File: config.mk
export PLATFORM = sky130hd
export DESIGN_NAME = mipsCore
export DESIGN_NICKNAME = d
export VERILOG_FILES = /design/src/design/mipsPkg.sv /design/src/design/aluUnit.sv /design/src/design/controlFsm.sv /design/src/design/datapath.sv /design/src/design/mipsCore.sv /design/src/design/regFile.sv /design/src/design/shiftUnit.sv
export SDC_FILE = /design/constraint.sdc
export NUM_CORES = 2
export LEC_CHECK = 0
export BUFFER_PORTS_ARGS = -buffer_cell sky130_fd_sc_hd__buf_4
export CORE_ASPECT_RATIO = 1.4
export CORE_MARGIN = 5
export CORE_UTILIZATION = 30
export DETAILED_ROUTE_END_ITERATION = 7
export SETUP_SLACK_MARGIN = 0.02
export SKIP_LAST_GASP = 1
export SLEW_MARGIN = 20
export SYNTH_ARGS = -nofsm -noshare
export SYNTH_HDL_FRONTEND = slang
export SYNTH_SLANG_ARGS = --single-unit
export TNS_END_PERCENT = 20
File: constraint.sdc
create_clock -name clk -period 11 [get_ports clk]
set_input_delay 1.1 -clock clk [delete_from_list [all_inputs] [get_ports clk]]
set_output_delay 1.1 -clock clk [all_outputs]
set_load 0.03 [all_outputs]
File: src/design/mipsPkg.sv
`default_nettype none

package mipsPkg;

	localparam int DataWidth = 32;
	localparam int RegAddrWidth = 5;
	localparam int RegCount = 32;
	localparam int ShamtWidth = 5;

	// instruction field positions
	localparam int OpcodeMsb = 31;
	localparam int OpcodeLsb = 26;
	localparam int RsMsb = 25;
	localparam int RsLsb = 21;
	localparam int RtMsb = 20;
	localparam int RtLsb = 16;
	localparam int RdMsb = 15;
	localparam int RdLsb = 11;
	localparam int ShamtMsb = 10;
	localparam int ShamtLsb = 6;
	localparam int FunctMsb = 5;
	localparam int FunctLsb = 0;
	localparam int ImmMsb = 15;
	localparam int ImmLsb = 0;

	typedef logic [DataWidth-1:0] word_t;
	typedef logic [RegAddrWidth-1:0] regAddr_t;

	typedef enum logic [5:0] {
		OpRType = 6'b000000,
		OpAddi  = 6'b001000
	} opcode_e;

	typedef enum logic [5:0] {
		FnSll = 6'b000000,
		FnSrl = 6'b000010,
		FnSra = 6'b000011,
		FnAdd = 6'b100000,
		FnSub = 6'b100010,
		FnAnd = 6'b100100
	} funct_e;

	typedef enum logic [1:0] {AluAdd, AluSub, AluAnd} aluOp_e;

	typedef enum logic [1:0] {ShiftLeft, ShiftRightLogic, ShiftRightArith} shiftOp_e;

	typedef enum logic [2:0] {
		FetchWait, FetchAck, Decode, Execute, ShiftRun, WriteBack
	} state_e;

endpackage

`default_nettype wire

File: src/design/aluUnit.sv
`timescale 1ns/1ps
`default_nettype none

module aluUnit (
	input logic clk,
	input logic reset,
	input logic start,
	input mipsPkg::aluOp_e op,
	input mipsPkg::word_t a,
	input mipsPkg::word_t b,
	output mipsPkg::word_t result
);
	import mipsPkg::*;

	always_ff @(posedge clk) begin
		if (reset) begin
			result <= '0;
		end else if (start) begin
			case (op)
				AluAdd: result <= a + b; // wraps mod 2^32
				AluSub: result <= a - b;
				AluAnd: result <= a & b;
				default: result <= a + b;
			endcase
		end
	end

endmodule

`default_nettype wire

File: src/design/controlFsm.sv
`timescale 1ns/1ps
`default_nettype none

module controlFsm (
	input logic clk,
	input logic reset,
	input logic instrReq,
	output logic instrAck,
	input mipsPkg::opcode_e opcode,
	input mipsPkg::funct_e funct,
	input logic shiftDone,
	output logic irLoad,
	output logic operandLoad,
	output logic aluStart,
	output logic shiftStart,
	output logic writeFromShift,
	output logic destIsRt,
	output logic regWrite,
	output mipsPkg::aluOp_e aluOp,
	output mipsPkg::shiftOp_e shiftOp
);
	import mipsPkg::*;

	state_e state;
	state_e nextState;
	logic opValid; // decoded instruction is supported
	logic decValid;
	logic decShift;
	logic decRt;
	aluOp_e decAluOp;
	shiftOp_e decShiftOp;

	always_comb begin
		decValid = 1'b1;
		decShift = 1'b0;
		decRt = 1'b0;
		decAluOp = AluAdd;
		decShiftOp = ShiftLeft;
		case (opcode)
			OpRType: begin
				case (funct)
					FnAdd: decAluOp = AluAdd;
					FnSub: decAluOp = AluSub;
					FnAnd: decAluOp = AluAnd;
					FnSll: begin
						decShift = 1'b1;
						decShiftOp = ShiftLeft;
					end
					FnSrl: begin
						decShift = 1'b1;
						decShiftOp = ShiftRightLogic;
					end
					FnSra: begin
						decShift = 1'b1;
						decShiftOp = ShiftRightArith;
					end
					default: decValid = 1'b0; // break, rte, sllv, srav, slt...
				endcase
			end
			OpAddi: decRt = 1'b1; // add of sign-extended imm into rt
			default: decValid = 1'b0;
		endcase
	end

	always_comb begin
		nextState = state;
		case (state)
			FetchWait: begin
				if (instrReq)
					nextState = FetchAck;
			end
			FetchAck: begin
				if (!instrReq)
					nextState = Decode;
			end
			Decode: nextState = Execute;
			Execute: begin
				if (!opValid)
					nextState = FetchWait; // unknown code, no write
				else if (writeFromShift)
					nextState = ShiftRun;
				else
					nextState = WriteBack;
			end
			ShiftRun: begin
				if (shiftDone)
					nextState = WriteBack;
			end
			WriteBack: nextState = FetchWait;
			default: nextState = FetchWait;
		endcase
	end

	always_ff @(posedge clk) begin
		if (reset) begin
			state <= FetchWait;
			opValid <= 1'b0;
			writeFromShift <= 1'b0;
			destIsRt <= 1'b0;
			aluOp <= AluAdd;
			shiftOp <= ShiftLeft;
		end else begin
			state <= nextState;
			if (state == Decode) begin // held until the next decode
				opValid <= decValid;
				writeFromShift <= decShift;
				destIsRt <= decRt;
				aluOp <= decAluOp;
				shiftOp <= decShiftOp;
			end
		end
	end

	assign irLoad = (state == FetchWait) && instrReq;
	assign instrAck = (state == FetchAck);
	assign operandLoad = (state == Decode);
	assign aluStart = (state == Execute) && opValid && !writeFromShift;
	assign shiftStart = (state == Execute) && opValid && writeFromShift;
	assign regWrite = (state == WriteBack);

endmodule

`default_nettype wire

File: src/design/datapath.sv
`timescale 1ns/1ps
`default_nettype none

module datapath (
	input logic clk,
	input logic reset,
	input mipsPkg::word_t instr,
	input logic irLoad,
	input logic operandLoad,
	input logic aluStart,
	input logic shiftStart,
	input logic writeFromShift,
	input logic destIsRt,
	input logic regWrite,
	input mipsPkg::aluOp_e aluOp,
	input mipsPkg::shiftOp_e shiftOp,
	output mipsPkg::opcode_e opcode,
	output mipsPkg::funct_e funct,
	output logic shiftDone,
	output mipsPkg::regAddr_t regWrAddr,
	output mipsPkg::word_t regWrData
);
	import mipsPkg::*;

	word_t ir;
	word_t regA;
	word_t regB;
	word_t rdDataA;
	word_t rdDataB;
	word_t immExt;
	word_t aluB;
	word_t aluResult;
	word_t shiftResult;

	always_ff @(posedge clk) begin
		if (irLoad)
			ir <= instr;
		if (operandLoad) begin
			regA <= rdDataA;
			regB <= rdDataB;
		end
	end

	assign opcode = opcode_e'(ir[OpcodeMsb:OpcodeLsb]);
	assign funct = funct_e'(ir[FunctMsb:FunctLsb]);

	assign immExt = {{(DataWidth - ImmMsb - 1){ir[ImmMsb]}}, ir[ImmMsb:ImmLsb]};
	assign aluB = destIsRt ? immExt : regB; // only addi targets rt

	assign regWrAddr = destIsRt ? ir[RtMsb:RtLsb] : ir[RdMsb:RdLsb];
	assign regWrData = writeFromShift ? shiftResult : aluResult;

	regFile u_regFile (
		.clk(clk),
		.reset(reset),
		.rdAddrA(ir[RsMsb:RsLsb]),
		.rdAddrB(ir[RtMsb:RtLsb]),
		.rdDataA(rdDataA),
		.rdDataB(rdDataB),
		.wrEn(regWrite),
		.wrAddr(regWrAddr),
		.wrData(regWrData)
	);

	aluUnit u_aluUnit (
		.clk(clk),
		.reset(reset),
		.start(aluStart),
		.op(aluOp),
		.a(regA),
		.b(aluB),
		.result(aluResult)
	);

	shiftUnit u_shiftUnit (
		.clk(clk),
		.reset(reset),
		.start(shiftStart),
		.op(shiftOp),
		.value(regB), // shifts operate on rt
		.amount(ir[ShamtMsb:ShamtLsb]),
		.result(shiftResult),
		.done(shiftDone)
	);

endmodule

`default_nettype wire

File: src/design/mipsCore.sv
`timescale 1ns/1ps
`default_nettype none

module mipsCore (
	input logic clk,
	input logic reset,
	input logic instrReq,
	input mipsPkg::word_t instr,
	output logic instrAck,
	output logic regWrite,
	output mipsPkg::regAddr_t regWrAddr,
	output mipsPkg::word_t regWrData
);
	import mipsPkg::*;

	opcode_e opcode;
	funct_e funct;
	aluOp_e aluOp;
	shiftOp_e shiftOp;
	logic shiftDone;
	logic irLoad;
	logic operandLoad;
	logic aluStart;
	logic shiftStart;
	logic writeFromShift;
	logic destIsRt;

	controlFsm u_controlFsm (
		.clk(clk),
		.reset(reset),
		.instrReq(instrReq),
		.instrAck(instrAck),
		.opcode(opcode),
		.funct(funct),
		.shiftDone(shiftDone),
		.irLoad(irLoad),
		.operandLoad(operandLoad),
		.aluStart(aluStart),
		.shiftStart(shiftStart),
		.writeFromShift(writeFromShift),
		.destIsRt(destIsRt),
		.regWrite(regWrite),
		.aluOp(aluOp),
		.shiftOp(shiftOp)
	);

	datapath u_datapath (
		.clk(clk),
		.reset(reset),
		.instr(instr),
		.irLoad(irLoad),
		.operandLoad(operandLoad),
		.aluStart(aluStart),
		.shiftStart(shiftStart),
		.writeFromShift(writeFromShift),
		.destIsRt(destIsRt),
		.regWrite(regWrite),
		.aluOp(aluOp),
		.shiftOp(shiftOp),
		.opcode(opcode),
		.funct(funct),
		.shiftDone(shiftDone),
		.regWrAddr(regWrAddr),
		.regWrData(regWrData)
	);

endmodule

`default_nettype wire

File: src/design/regFile.sv
`timescale 1ns/1ps
`default_nettype none

module regFile (
	input logic clk,
	input logic reset,
	input mipsPkg::regAddr_t rdAddrA,
	input mipsPkg::regAddr_t rdAddrB,
	output mipsPkg::word_t rdDataA,
	output mipsPkg::word_t rdDataB,
	input logic wrEn,
	input mipsPkg::regAddr_t wrAddr,
	input mipsPkg::word_t wrData
);
	import mipsPkg::*;

	word_t regs [RegCount];

	always_ff @(posedge clk) begin
		if (reset) begin
			for (int i = 0; i < RegCount; i++)
				regs[i] <= '0;
		end else if (wrEn && (wrAddr != '0)) begin
			regs[wrAddr] <= wrData;
		end
	end

	// r0 is hard zero
	assign rdDataA = (rdAddrA == '0) ? '0 : regs[rdAddrA];
	assign rdDataB = (rdAddrB == '0) ? '0 : regs[rdAddrB];

endmodule

`default_nettype wire

File: src/design/shiftUnit.sv
`timescale 1ns/1ps
`default_nettype none

module shiftUnit (
	input logic clk,
	input logic reset,
	input logic start,
	input mipsPkg::shiftOp_e op,
	input mipsPkg::word_t value,
	input logic [mipsPkg::ShamtWidth-1:0] amount,
	output mipsPkg::word_t result,
	output logic done
);
	import mipsPkg::*;

	word_t data;
	logic [ShamtWidth-1:0] count; // shifts still to do
	logic busy;

	// last shift happens in the done cycle, so shamt n takes n cycles
	assign done = busy && (count <= ShamtWidth'(1));
	assign result = data;

	always_ff @(posedge clk) begin
		if (reset) begin
			busy <= 1'b0;
			count <= '0;
		end else if (start) begin
			busy <= 1'b1;
			count <= amount;
		end else if (busy) begin
			if (count != '0)
				count <= count - 1'b1;
			if (done)
				busy <= 1'b0;
		end
	end

	always_ff @(posedge clk) begin
		if (start) begin
			data <= value;
		end else if (busy && (count != '0)) begin
			case (op)
				ShiftLeft: data <= data << 1;
				ShiftRightLogic: data <= data >> 1;
				ShiftRightArith: data <= {data[DataWidth-1], data[DataWidth-1:1]}; // sign fill
				default: data <= data;
			endcase
		end
	end

endmodule

`default_nettype wire

==> impl_metrics.env <==
export IMPL_slew_headroom_pct=23.2
export IMPL_nets=4446
export IMPL_power_switching_w=0.00248
export IMPL_grt_pass1_wl_mm=296
export IMPL_hold_viol=0
export IMPL_clock_sinks=1200
export IMPL_skew_ps=42.2
export IMPL_ys_warnings_count=0
export IMPL_outcome="complete, no violations"
export IMPL_post_route_period_util_pct=57.2
export IMPL_cp_slowest_stage_delay_ps=710
export IMPL_critical_path_arrival_ps=6930
export IMPL_wl_mm=208
export IMPL_detail_route_antenna_nets=0
export IMPL_final_common_cell="edfxtp_1"
export IMPL_dp_slack_ps=4880
export IMPL_portBuffers=73
export IMPL_synthCells=4432
export IMPL_clock_latency_ps=740
export IMPL_cp_end_kind="flop"
export IMPL_cts_resized=0
export IMPL_drt_iter0_drc=5283
export IMPL_htreeDepth=3
export IMPL_worst_pin_slew_ps=1150
export IMPL_crit_path_max_fanout=29
export IMPL_dp_hpwl_mm=122
export IMPL_max_vdd_ir_drop_v=0.000132
export IMPL_cts_tree="yes"
export IMPL_synth_area_per_cell_sq_um=13.9
export IMPL_start_util_pct=30.1
export IMPL_p_seq_share_pct=51.0
export IMPL_synth_edf_count=1152
export IMPL_worst_setup_path_start_kind="flop"
export IMPL_fp_dieW_microns=393
export IMPL_drcViolationCount=0
export IMPL_clk_pin_slew_ps=70
export IMPL_die_h_microns=547
export IMPL_post_cts_buffers=0
export IMPL_cp_buffers_inverters=0
export IMPL_yosys_top_cells_area="edfxtp_1, mux4_2, nor2_1"
export IMPL_first_global_vias=41500
export IMPL_grt_max_degree=110
export IMPL_synth_top_area_share_pct=56.1
export IMPL_internal_power_w=0.00780
export IMPL_drt_first_pass_iters=6
export IMPL_core_sq_um=205000
export IMPL_antenna_found_initial=9
export IMPL_setup_viol=0
export IMPL_yosys_area_top_type="edfxtp_1"
export IMPL_clockBufferDepth=3
export IMPL_combPwrFrac_pct=10.8
export IMPL_crit_type="reg -> reg"
export IMPL_ys_flop_type="edfxtp_1"
export IMPL_max_freq_mhz=159
export IMPL_pin_count=74
export IMPL_final_cell_mix="edfxtp_1, nor2_1, mux4_2, buf_4, mux2i_1"
export IMPL_grt_overflow_total=0
export IMPL_ys_ff_latch=1200
export IMPL_crit_path_cell_trace="mux2i_1, ha_1, o221ai_1, nor3_1, nand3_1, a21o_1, nor3_1, or3_1, nand3_1, o21ai_0, ha_1, and4_1, and3_2, a31oi_1, o31a_1, o211ai_1, a221o_1, a31o_2, a2111o_1, o2111ai_1"
export IMPL_avgViaCountPerCell=5.70
export IMPL_maxCapViolCount=0
export IMPL_syn_cell_area_sq_um=61700
export IMPL_grt_usage_pct=18.7
export IMPL_finalCriticalPeriod_ps=6290
export IMPL_ys_types=82
export IMPL_hold_buffers=0
export IMPL_cellLeakagePower_nw=22.8
export IMPL_switching_share_pct=24.2
export IMPL_vias=40700
export IMPL_slowest_stage="dfxtp_2"
export IMPL_synthArstFlopShare_pct=0
export IMPL_area_delta_synth_final_pct=12.8
export IMPL_hold_class="reg -> reg"
export IMPL_worstPathRequired_ps=11640
export IMPL_setup_tns_final_ps=0
export IMPL_final_max_slew_viol_count=0
export IMPL_numCtsBuffers=111
export IMPL_power_frac_clock_pct=38.2
export IMPL_gp_congestion=0.870
export IMPL_cp_top_family="compound AO/OA/AOI/OAI gates"
export IMPL_avgRoutedWirePerCell_microns=29.1
export IMPL_dieArea_sq_um=215000
export IMPL_grt_setup_unrepaired="false"
export IMPL_layout_setup_ws_ps=4710
export IMPL_ys_seq_area_share_pct=57.6
export IMPL_layout_drive_gt1_share_pct=24.3
export IMPL_power_density_nw_per_um2=148
export IMPL_cts_root_buffer="clkbuf_16"
export IMPL_rows=197
==> kinds of logic after synthesis <==
logic type                 share of synthesized area (%)
xor gates and xnor gates                           0.849
AOI/OAI and AO/OA                                   4.44
and+or+nand+nor                                     9.45
adders and majority gates                          0.823
muxes                                               23.7
buffers and inverters                               3.13
other                                            0.00608
DFF                                                 57.6
==> flip-flops by register name (all words and copies together), names as in the netlist <==
| signal | count |
|---|---|
| u_datapath.u_shiftUnit.busy | 1 |
| u_datapath.u_aluUnit.result | 32 |
| u_datapath.regA | 32 |
| u_controlFsm.shiftOp | 2 |
| u_datapath.u_regFile.regs | 1024 |
| u_controlFsm.opValid | 1 |
| u_controlFsm.destIsRt | 1 |
| u_controlFsm.state | 3 |
| u_controlFsm.writeFromShift | 1 |
| u_datapath.u_shiftUnit.result | 32 |
| u_controlFsm.aluOp | 2 |
| u_datapath.regB | 32 |
| u_datapath.u_shiftUnit.count | 5 |
| u_datapath.ir | 32 |
==> power groups by stage <==
| stage | logic (W) | clock network [W] | registers, W |
|---|---|---|---|
| 6_report | 0.00111 | 0.00393 | 0.00524 |
| 5_1_grt | 0.00116 | 0.00415 | 0.00526 |
| 4_1_cts | 0.00111 | 0.00397 | 0.00524 |
| 3_5_place_dp | 0.00110 | 0 | 0.00534 |
| 3_3_place_gp | 0.00110 | 0 | 0.00532 |
| 2_1_floorplan | 0.000725 | 0 | 0.00531 |
==> cells in the mapped netlist (23+ instances only) <==
library cell / count
edfxtp_1: 1152
nor2_1: 1152
mux4_2: 550
clkbuf_1: 337
mux2i_1: 177
nand2_1: 134
a21oi_1: 128
inv_1: 77
o21ai_0: 67
buf_1: 59
dfxtp_1: 48
nor3_1: 43
mux2_2: 40
ha_1: 39
nor2b_1: 39
o22ai_1: 35
o221ai_1: 33
xor2_1: 31
xnor2_1: 27
buf_2: 23
==> worst paths after layout <==
path	slack (ps)	from	cells after the start	endpoint
hold reg to reg	490	u_datapath.u_aluUnit.result[2]	2	u_datapath.u_aluUnit.result[2]
setup reg to reg	4710	u_controlFsm.destIsRt	20	u_datapath.u_aluUnit.result[31]
hold / removal	490	u_datapath.u_aluUnit.result[2]	2	u_datapath.u_aluUnit.result[2]
setup / recovery	4710	u_controlFsm.destIsRt	20	u_datapath.u_aluUnit.result[31]
==> final cells by class <==
class                      instances  area, sq um
fill                           19800       136000
inverter                          78          293
tap                             2686         3360
antenna                            2         5.00
sequential                      1200        35600
multi-input combinational       2762        25000
timing repair buffer             218         1880
clock buffer                     143         2960
clock inverter                    55          581
==> tightest hold or removal path: stages, from the launching register on <==
cell     delay [ps]
dfxtp_1         330
nand2_1          60
a21oi_1          50
==> per-layer routing <==
| layer | global-route usage (%) | part of all wire, % | vias up |
|---|---|---|---|
| met5 | 0 | 0.0087 | - |
| met4 | 8.46 | 4.9 | 4 |
| met3 | 3.47 | 9.6 | 515 |
| met2 | 32.9 | 51 | 2396 |
| met1 | 22.4 | 35 | 21100 |
| li1 | - | - | 16700 |
==> metrics by stage <==
step | total power [W] | cell area (sq um) | utilization (%) | instances | hold WS, ps
floorplan | 0.00603 | 61800 | - | 4463 | 431
global placement | 0.00642 | 65800 | 32.1 | 6935 | 471
detailed placement | 0.00644 | 65900 | 32.1 | 6936 | 480
CTS | 0.0103 | 69400 | 33.8 | 7134 | 488
global route | 0.0106 | 69600 | 33.9 | 7143 | 505
finish | 0.0103 | 69600 | 33.9 | 7144 | 487
No activity file was read; power rests on OpenSTA's default activity.
